$ cat src/verilog/fetch_pkg.sv
package fetch_pkg;

    localparam int xlen = 32;

    localparam logic [xlen-1:0] reset_pc = 32'h8000_0000;  // First fetch address

    localparam logic [6:0] op_jal = 7'b110_1111;

    typedef logic [xlen-1:0] pc_t;

    // Hold and redirect reasons from decode and execute
    typedef struct packed {
        logic mul_wait;   // Multiply sitting in decode
        logic mul_done;   // Multiplier finished
        logic div_wait;   // Divide sitting in decode
        logic div_done;   // Divider finished
        logic mem_hold;   // Memory hazard
        logic jalr;       // Jalr seen, target next cycle
        logic redirect;   // Level, target valid
        pc_t  target;
    } hold_req_t;

    typedef struct packed {
        logic hold;       // Any hold reason active
        logic freeze;     // Keep current PC
        logic load;       // Take load_pc
        pc_t  load_pc;
    } pc_ctl_t;

    typedef struct packed {
        logic [11:0] imm;
        logic [4:0]  rs1;
        logic [2:0]  funct3;
        logic [4:0]  rd;
        logic [6:0]  opcode;
    } i_view_t;

    // J-type immediate is scattered over the upper 20 bits
    typedef struct packed {
        logic       imm_20;
        logic [9:0] imm_10_1;
        logic       imm_11;
        logic [7:0] imm_19_12;
        logic [4:0] rd;
        logic [6:0] opcode;
    } j_view_t;

    typedef union packed {
        i_view_t i_view;
        j_view_t j_view;
    } instr_u;

    typedef struct packed {
        logic   valid;    // One cycle per returned word
        pc_t    pc;
        instr_u instr;
    } fetch_out_t;

endpackage

$ cat src/verilog/fetch_port.sv
module fetch_port (
    input  logic                   clk,
    input  logic                   rst_n,
    input  fetch_pkg::pc_t         pc,
    input  logic                   fetch_en,
    input  fetch_pkg::pc_ctl_t     ctl,
    output logic                   imem_req,
    output fetch_pkg::pc_t         imem_addr,
    input  logic [fetch_pkg::xlen-1:0] imem_rdata,
    input  logic                   imem_done,
    output logic                   done,
    output logic                   jal_hit,
    output fetch_pkg::pc_t         jal_pc,
    output fetch_pkg::fetch_out_t  fo
);

    import fetch_pkg::*;

    instr_u word;         // Returned word in both views
    logic   is_jal;
    pc_t    j_imm;

    logic   valid_q;
    pc_t    pc_q;
    instr_u instr_q;

    // PC moves only on done or hold so the address holds through a request
    assign imem_req  = fetch_en & ~ctl.hold;
    assign imem_addr = pc;
    assign done      = imem_done;

    assign word = instr_u'(imem_rdata);

    // Opcode sits in the same bits for both views
    assign is_jal = (word.i_view.opcode == op_jal);

    assign j_imm = {{11{word.j_view.imm_20}},
                    word.j_view.imm_20,
                    word.j_view.imm_19_12,
                    word.j_view.imm_11,
                    word.j_view.imm_10_1,
                    1'b0};

    assign jal_hit = imem_done & is_jal;
    assign jal_pc  = pc + j_imm;

    always_ff @(posedge clk or negedge rst_n) begin
        if (!rst_n) begin
            valid_q <= 1'b0;
        end else begin
            valid_q <= imem_done;  // One pulse per word
        end
    end

    // Word and the PC it came from
    always_ff @(posedge clk) begin
        if (imem_done) begin
            pc_q    <= pc;
            instr_q <= word;
        end
    end

    // Decode reads fo.instr.i_view for rd, rs1, funct3 and imm
    assign fo = '{valid: valid_q, pc: pc_q, instr: instr_q};

endmodule

$ cat src/verilog/fetch_top.sv
module fetch_top (
    input  logic                       clk,
    input  logic                       rst_n,
    input  fetch_pkg::hold_req_t       hold,
    output logic                       imem_req,
    output fetch_pkg::pc_t             imem_addr,
    input  logic [fetch_pkg::xlen-1:0] imem_rdata,
    input  logic                       imem_done,
    output fetch_pkg::fetch_out_t      fo,
    output logic                       hold_active
);

    import fetch_pkg::*;

    pc_ctl_t ctl;
    pc_t     pc;
    logic    fetch_en;
    logic    done;
    logic    jal_hit;
    pc_t     jal_pc;

    hold_collect u_hold_collect (
        .clk   (clk),
        .rst_n (rst_n),
        .hold  (hold),
        .ctl   (ctl)
    );

    pc_predict u_pc_predict (
        .clk      (clk),
        .rst_n    (rst_n),
        .ctl      (ctl),
        .done     (done),
        .jal_hit  (jal_hit),
        .jal_pc   (jal_pc),
        .pc       (pc),
        .fetch_en (fetch_en)
    );

    fetch_port u_fetch_port (
        .clk        (clk),
        .rst_n      (rst_n),
        .pc         (pc),
        .fetch_en   (fetch_en),
        .ctl        (ctl),
        .imem_req   (imem_req),
        .imem_addr  (imem_addr),
        .imem_rdata (imem_rdata),
        .imem_done  (imem_done),
        .done       (done),
        .jal_hit    (jal_hit),
        .jal_pc     (jal_pc),
        .fo         (fo)
    );

    assign hold_active = ctl.hold;

endmodule

$ cat src/verilog/hold_collect.sv
module hold_collect (
    input  logic                clk,
    input  logic                rst_n,
    input  fetch_pkg::hold_req_t hold,
    output fetch_pkg::pc_ctl_t   ctl
);

    import fetch_pkg::*;

    logic jalr_d;     // Jalr seen last cycle
    logic any_wait;

    always_ff @(posedge clk or negedge rst_n) begin
        if (!rst_n) begin
            jalr_d <= 1'b0;
        end else begin
            jalr_d <= hold.jalr;
        end
    end

    assign any_wait = hold.mul_wait | hold.div_wait;

    // Fixed priority, highest first
    always_comb begin
        ctl.hold    = any_wait | hold.mem_hold | hold.jalr | jalr_d | hold.redirect;
        ctl.freeze  = 1'b0;
        ctl.load    = 1'b0;
        ctl.load_pc = hold.target;

        if (hold.mul_wait) begin
            ctl.freeze = ~hold.mul_done;  // Step once multiply is done
        end else if (hold.div_wait) begin
            ctl.freeze = ~hold.div_done;
        end else if (hold.mem_hold) begin
            ctl.freeze = 1'b1;
        end else if (hold.jalr) begin
            ctl.freeze = 1'b1;            // Target arrives a cycle later
        end else if (jalr_d) begin
            ctl.load = 1'b1;
        end else if (hold.redirect) begin
            ctl.load = 1'b1;
        end
    end

endmodule

$ cat src/verilog/pc_predict.sv
module pc_predict (
    input  logic               clk,
    input  logic               rst_n,
    input  fetch_pkg::pc_ctl_t ctl,
    input  logic               done,
    input  logic               jal_hit,
    input  fetch_pkg::pc_t     jal_pc,
    output fetch_pkg::pc_t     pc,
    output logic               fetch_en
);

    import fetch_pkg::*;

    pc_t  pc_plus4;
    pc_t  pc_next;
    logic update;

    // Fetch starts on the first clock after reset
    always_ff @(posedge clk or negedge rst_n) begin
        if (!rst_n) begin
            fetch_en <= 1'b0;
        end else begin
            fetch_en <= 1'b1;
        end
    end

    assign pc_plus4 = pc + pc_t'(4);

    // PC moves only when a word came back or some hold is active
    assign update = done | ctl.hold;

    always_comb begin
        if (ctl.freeze) begin
            pc_next = pc;
        end else if (ctl.load) begin
            pc_next = ctl.load_pc;   // Redirect wins over prediction
        end else if (jal_hit) begin
            pc_next = jal_pc;        // Static jal prediction
        end else begin
            pc_next = pc_plus4;
        end
    end

    always_ff @(posedge clk or negedge rst_n) begin
        if (!rst_n) begin
            pc <= reset_pc;
        end else if (update) begin
            pc <= pc_next;
        end
    end

endmodule
$ cat config.mk
export PLATFORM = sky130hd
export DESIGN_NAME = fetch_top
export DESIGN_NICKNAME = d
export VERILOG_FILES = /design/src/verilog/fetch_pkg.sv /design/src/verilog/fetch_port.sv /design/src/verilog/fetch_top.sv /design/src/verilog/hold_collect.sv /design/src/verilog/pc_predict.sv
export SDC_FILE = /design/constraint.sdc
export NUM_CORES = 1
export LEC_CHECK = 0
export BUFFER_PORTS_ARGS = -buffer_cell sky130_fd_sc_hd__buf_2
export CAP_MARGIN = 20
export CORE_AREA = 4 4 122 124
export CTS_CLUSTER_DIAMETER = 50
export CTS_CLUSTER_SIZE = 10
export DETAILED_ROUTE_END_ITERATION = 16
export DIE_AREA = 0 0 126 128
export PLACE_DENSITY = 0.77
export SLEW_MARGIN = 5
export SYNTH_ARGS = -nofsm -noshare
export SYNTH_HDL_FRONTEND = slang
export SYNTH_HIERARCHICAL = 1
export SYNTH_SLANG_ARGS = --single-unit
$ cat constraint.sdc
create_clock -name clk -period 5.75 [get_ports clk]
set_input_delay 0.2875 -clock clk [delete_from_list [all_inputs] [get_ports clk]]
set_output_delay 0.2875 -clock clk [all_outputs]
set_load 0.02 [all_outputs]
# Word level (Yosys, flattened, before mapping)
# Cells that the tools add are included.
# totals
word_cells,34
regBits,99
inputBits,74
output_inout_bits,99
# classes
addsub,2
reduce_logical,1
eq_ne,1
bitwise_logic,12
mux,12
# ops
operator,n
32-bit 2-to-1 mux,2
32-bit by 3-bit adder with 32-bit output (second input constant),1
32-bit adder,1
1-bit 2-to-1 mux,10
7-bit == test (second input constant),1
1-bit bitwise OR,6
1-bit inverter,4
1-bit bitwise AND,2
2-bit AND reduction,1

# Depth between registers and ports, before layout
# Gate-level depths: netlist of run 1.
# logic_depth
ltp_word,7
depth_mapped,13
ltp_nobuf,12

# Hierarchy
# Netlist of run 1, hierarchy kept.
# by_module_without_submodules
module,cells_per_inst,area_per_inst_um2,n_inst,seq_area_each_um2
fetch_port,381,4116.4,1,1946.9
pc_predict,278,2309.7,1,827.0
hold_collect,41,314.1,1,25.0

# Worst setup path before layout of run 1
# Ideal clock, no wire load.
# synth_timing
path_type,register to register
from,reg u_pc_predict.pc[1]
to,reg u_pc_predict.pc[19]
period_less_slack_ps,2631
arrival_time_ps,2495
required_ps,5614
path_buffers,0
path_stages_with_launch,12
setup_slack_ps,3119
path_cell_list,dfrtp_1 > ha_1 > fa_1 > a21o_2 > a31oi_4 > or4_4 > nand3_2 > a2111oi_0 > a311oi_1 > a22oi_1 > o41a_1 > o211ai_1
# synth_via
elab_chain_cells,3
elab_cells_between_ends,4
# synth_lines
item,line_no,rtl
"start, declared",pc_predict.sv:8,"output fetch_pkg::pc_t pc,"
"start signal, assigned",pc_predict.sv:46,pc <= reset_pc;
"start signal, assigned",pc_predict.sv:48,pc <= pc_next;
32-bit adder,fetch_port.sv:45,assign jal_pc = pc + j_imm;
named net jal_pc[19],fetch_top.sv:20,pc_t jal_pc;
32-bit 2-to-1 mux,pc_predict.sv:37,end else if (jal_hit) begin
32-bit 2-to-1 mux,pc_predict.sv:35,end else if (ctl.load) begin
# The timed path passes the listed nets, and every way through them passes these cells.
# A chain may end at the register's enable or synchronous reset.

# Worst setup path after layout of run 1
# layout_timing
from,reg u_pc_predict.pc[9]
to,reg u_pc_predict.pc[22]
# Same word-level chain as after synthesis.

==> impl_metrics.toml, run 1 <==
[layout]
final_common_cell = "buf_2"
fin_nets = 885
drive_gt1_share_pct = 27.2
final_cell_mix = "buf_2, edfxtp_1, o21ai_0"
seq_area_um2 = 2800
num_antenna_cells = 0
final_core_util_pct = 54.1
area_growth_pct = 10.5
fillers = 1288
multi_input_area_um2 = 3180

[clock_tree]
h-tree-depth = 3
postCtsHoldBufs = 0
clock-root-buffer = "clkbuf_16"
ctsResizeCount = 0
cts_buffers = 9
cts_setup_buffers = 0
cts_tree = "done"
cts.sinks = 99
clockBufferDepth = 2
insertion_delay_ns = 0.35
clk_pin_slew_ns = 0.07

[global_route]
grt_usage_pct = 21.8
grt_pass1_wl_um = 28200
grt_max_degree = 68
grt_pass1_vias = 5263
overflow = 0
antenna_found_initial = 0

[drt]
routed_wl_um = 18200
post_drt_wl_per_cell_um = 18.9
drt-pass1-iter-count = 6
num_vias = 5870
drt_iter0_markers = 703
ant_nets = 0
drt-vias-per-instance = 6.09
drc_errors = 0

[synth]
syn_area_um2 = 6740
yosysSeqAreaShare_pct = 41.5
synth_seq_cells = 99
ys_warn_count = 6
syn_inst = 700
synth_async_sr_flop_share_pct = 35.4
syn_area_per_cell_um2 = 9.63
synth_edf_count = 64
synth-main-ff-cell = "edfxtp_1"
syn_nets = 806
yosysUniqueCellTypes = 77

[sta]
layout_setup_ws_ns = 2.65
fin_crit_ns = 3.10
hold_viol_final = 0
fmax_mhz = 323
setup_viol = 0
fin_skew_ns = 0.00506
relSlewSlack_pct = 34.5
drv_slew = 0
fin_setup_tns_ns = 0
finalHoldWorstSlack_ns = 0.0479
tightest_slew_ns = 0.979
rsz0062_at_grt = "false"
min_period_over_period_pct = 53.9

[job]
cap_viol_max_count = 0

[pwr]
p_total_mw = 2.82
power_density_nw_per_um2 = 379
irDropWorstVdd_mv = 0.141
power_leakage_nw = 3.06

[worst_setup_path]
critPathArrivalTime_ns = 3.34
cp.required_ns = 5.99
r2r_setup_slack_ns = 2.65
cp-start-kind = "flip-flop"
critical_path_class = "flip-flop to flip-flop"
path_max_fanout = 12
endpoint_kind = "flip-flop"

[die]
io_pins = 173
die-area_um2 = 16100
die_h_um = 128
die_w_um = 126
num_rows = 43
start_util_pct = 48.9
core_um2 = 13800

[placed_design]
dpl.hpwl_um = 13300
pre_cts_ws_ns = 2.68
gp_congestion = 0.958
port_buffers = 172

[hold_path]
min_path_type = "input pin to async pin"

[status]
outcome = "finished, final reports clean"
==> final timing paths <==
kind,start,end,cells past startpoint
setup / recovery,u_pc_predict/pc[9],u_pc_predict/pc[22],9
hold / removal,rst_n,u_fetch_port/valid_q,1
setup reg to reg,u_pc_predict/pc[9],u_pc_predict/pc[22],9
hold reg to reg,u_pc_predict/pc[0],u_fetch_port/pc_q[0],0
max in group asynchronous,rst_n,u_pc_predict/pc[16],1
min in group clk,hold[33],u_hold_collect/jalr_d,1
==> flip-flops by register name, summed over array words and instances (netlist names) <==
register and cells:
u_fetch_port/instr_q 32, u_fetch_port/pc_q 32, u_pc_predict/pc 32, u_fetch_port/valid_q 1, u_hold_collect/jalr_d 1, u_pc_predict/fetch_en 1
==> cells in the mapped netlist (all sizes together) (5+ instances only) <==
| master | number | area share [%] |
|---|---|---|
| buf | 82 | 9.2 |
| edfxtp | 64 | 29 |
| o21ai | 58 | 4.3 |
| nor2 | 51 | 2.9 |
| a21oi | 48 | 3.6 |
| nand2 | 47 | 2.7 |
| dfrtp | 34 | 13 |
| ha | 31 | 5.8 |
| clkbuf | 28 | 1.6 |
| nand3 | 22 | 1.8 |
| a22oi | 20 | 2.2 |
| xnor2 | 18 | 2.3 |
| nand4 | 17 | 1.6 |
| a31oi | 15 | 1.8 |
| inv | 11 | 0.61 |
| nor3 | 11 | 0.82 |
| a21o | 10 | 1.1 |
| and4 | 9 | 1.2 |
| nor2b | 8 | 0.74 |
| a221oi | 7 | 0.91 |
| and3 | 7 | 0.72 |
| o31a | 7 | 0.91 |
| and2 | 6 | 0.56 |
| xor2 | 6 | 0.78 |
| a211oi | 5 | 0.56 |
| a22o | 5 | 0.65 |
| o22ai | 5 | 0.46 |
| o311ai | 5 | 0.65 |
==> worst max-delay path: stages, from the launching register on <==
cell	delay (ns)
dfrtp_1	0.51
ha_1	0.48
nand2_1	0.15
o2111a_1	0.26
a21oi_1	0.54
a21boi_0	0.23
xnor2_1	0.17
a22oi_1	0.28
a21oi_1	0.11
a31o_2	0.25
==> cells by family after synthesis <==
group,after synthesis,share of synthesized area [%]
compound gates,226,22.6
xor+xnor,24,3.12
fa+ha+maj,32,6.05
buf+inv,121,11.3
flops,99,41.5
mux,2,0.297
other cells,1,0.0556
simple gates,195,15.0
==> area by class of cell <==
cell class | instances | area share, %
Inverter | 11 | 0.554
Sequential cell | 99 | 37.6
Clock inverter | 6 | 0.957
Tap cell | 180 | 3.02
Clock buffer | 10 | 3.07
Timing Repair Buffer | 178 | 12.2
Multi-Input combinational cell | 480 | 42.7
==> power breakdown <==
part           leakage (nW)  total, mW  internal [mW]  switching, mW
registers              1.04       1.06          0.901          0.157
logic                  1.87       1.14          0.427          0.714
clock network         0.140      0.623          0.342          0.280
==> per-layer routing <==
metal	wire length, um	track usage [%]	share of wire [%]	up-vias
li1	-	-	-	2743
met1	7740	29.9	43	2777
met2	8200	34.3	45	319
met3	1890	6.08	10	31
met4	382	5.80	2.1	0
met5	0	0	0	-
==> through the flow <==
stage | instance area (um2) | cells
floorplan | 6740 | 700
global placement | 7150 | 948
detailed placement | 7150 | 948
CTS | 7450 | 964
global route | 7450 | 964
finish | 7450 | 964
Power figures use the tool's default switching activity.
==> run 2, diff against run 1 <==
==> constraint.sdc (replaced) <==
create_clock -name clk -period 2.9 [get_ports clk]
set_input_delay 0.145 -clock clk [delete_from_list [all_inputs] [get_ports clk]]
set_output_delay 0.145 -clock clk [all_outputs]
set_load 0.02 [all_outputs]
==> run 2 against run 1 <==
Sequential share of layout area shrank 3.7 points. Die area stayed put. Largest cell class unchanged. Flip-flop and latch count unchanged. Clock power increased by 130%. Core utilization rose by 5.8 points. Sequential power rose by 83%. Clock skew grew 0.0020 ns. Via count increased by 6.4%. Clock-buffer cell count decreased by 1. Setup slack worse by 2.5 ns. Non-clock buffer count is 80 higher.
==> impl_metrics.toml, run 2 (synthesis results as in run 1) <==
[layout]
fillers = 1222
final_cell_mix = "buf_2, edfxtp_1, buf_4"
final_common_cell = "buf_2"
area_growth_pct = 22.4
top_regs = "u_fetch_port/instr_q x32, u_fetch_port/pc_q x32, u_pc_predict/pc x32"
final_area_um2 = 8250
final_core_util_pct = 59.9
fin_nets = 965
drive_gt1_share_pct = 31.9
num_antenna_cells = 0

[drt]
drt-vias-per-instance = 5.98
drt_iter0_markers = 638
ant_nets = 0
num_vias = 6244
routed_wl_um = 20300
post_drt_wl_per_cell_um = 19.5
drt-pass1-iter-count = 5
drc_errors = 0

[pwr]
power_density_nw_per_um2 = 742
p_total_mw = 6.12
power_leakage_nw = 3.46
irDropWorstVdd_mv = 0.350

[sta]
drv_slew = 0
fmax_mhz = 357
tightest_slew_ns = 0.955
layout_setup_ws_ns = 0.102
fin_crit_ns = 2.80
setup_viol = 0
fin_skew_ns = 0.00701
hold_viol_final = 0
fin_setup_tns_ns = 0
relSlewSlack_pct = 36.3
min_period_over_period_pct = 96.5

[placed_design]
dpl.hpwl_um = 14600
gp_congestion = 0.969
port_buffers = 172
place_area_um2 = 7540
pre_cts_ws_ns = 0.0660

[die]
die_w_um = 126
die_h_um = 128
io_pins = 173
core_um2 = 13800
start_util_pct = 48.9
num_rows = 43
die-area_um2 = 16100

[clock_tree]
insertion_delay_ns = 0.36
cts_setup_buffers = 0
cts_buffers = 9
clockBufferDepth = 2
cts.sinks = 99
clock-root-buffer = "clkbuf_16"
cts_tree = "done"
clk_pin_slew_ns = 0.07
h-tree-depth = 3

[global_route]
grt_max_degree = 66
grt_usage_pct = 24.9
grt_pass1_wl_um = 31900
overflow = 0
grt_pass1_vias = 5929
antenna_found_initial = 0

[worst_setup_path]
critical_path_class = "input pin to flip-flop"
cp-start-kind = "input pin"
path_max_fanout = 8
endpoint_kind = "flip-flop"
critPathArrivalTime_ns = 3.03
cp.required_ns = 3.13

[job]
cap_viol_max_count = 0

[hold_path]
min_path_type = "input pin to flip-flop"

[status]
outcome = "finished, final reports clean"
[run 2: cell count changes in the layout (fill, tap and decap cells not counted), moves of 2 or more]
cell | before | now
a2111oi_0 | 3 | 1
a2111oi_2 | 0 | 2
a21oi_1 | 48 | 46
a21oi_2 | 0 | 2
buf_4 | 6 | 55
bufinv_16 | 1 | 3
dlygate4sd3_1 | 0 | 30
ha_1 | 31 | 27
ha_2 | 0 | 3
inv_6 | 3 | 0
inv_8 | 0 | 2
o21ai_0 | 57 | 53
o21ai_1 | 1 | 5
[run 2: per-layer routing]
| metal | vias to the layer above | GRT usage, % | part of all wire, % |
|---|---|---|---|
| met5 | - | 0 | 0 |
| met4 | 0 | 9.91 | 2.8 |
| met3 | 35 | 4.79 | 8.1 |
| met2 | 306 | 38.8 | 45 |
| met1 | 3005 | 34.5 | 44 |
| li1 | 2898 | - | - |
[run 2: final timing paths]
path | startpoint | slack [ns] | to | depth (start not counted)
setup / recovery | imem_rdata[30] | 0.10 | u_pc_predict/pc[25] | 12
hold / removal | imem_rdata[23] | 0.008 | u_fetch_port/instr_q[23] | 1
setup reg to reg | u_pc_predict/pc[10] | 0.14 | u_pc_predict/pc[25] | 10
hold reg to reg | u_pc_predict/pc[0] | 0.54 | u_fetch_port/pc_q[0] | 0
max in group asynchronous | rst_n | 1.85 | u_pc_predict/pc[13] | 2
min in group asynchronous | rst_n | 0.47 | u_hold_collect/jalr_d | 2
[run 2: layout make-up]
type	count	area (um2)	area share (%)
inverter	11	41.3	0.500
clock buffer	9	225	2.73
clock inverter	7	124	1.50
timing repair buffer	258	1590	19.3
sequential	99	2800	33.9
tap	180	225	2.73
multi-input combinational	480	3240	39.3
[run 2: what timing repair did]
action | CTS | global route
resized for setup | 0 | 20
hold buffers | 30 | 0
hold endpoints to repair | 63 | 0
endpoints found under the setup margin | 0 | 12
[run 2: power by group]
| group | internal, mW | switching (mW) |
|---|---|---|
| registers | 1.79 | 0.149 |
| clock network | 0.853 | 0.565 |
| logic | 1.10 | 1.67 |
| total | 3.74 | 2.38 |
[run 2: critical path: stages]
cell           delay [ns]
dlygate4sd3_1        0.53
buf_2                0.13
ha_2                 0.40
and3_4               0.23
nand3_1              0.10
or3_2                0.47
a21oi_1              0.31
a31oi_1              0.17
xnor2_1              0.15
a22oi_1              0.16
o32a_1               0.17
nand2_1              0.06
[run 2: per-stage QoR]
| step | std cells | hold WS (ns) |
|---|---|---|
| 2_1_floorplan | 700 | -0.151 |
| 3_3_place_gp | 998 | 0.292 |
| 3_5_place_dp | 998 | 0.293 |
| 4_1_cts | 1044 | 0.000792 |
| 5_1_grt | 1044 | 0.00584 |
| 6_report | 1044 | 0.00837 |
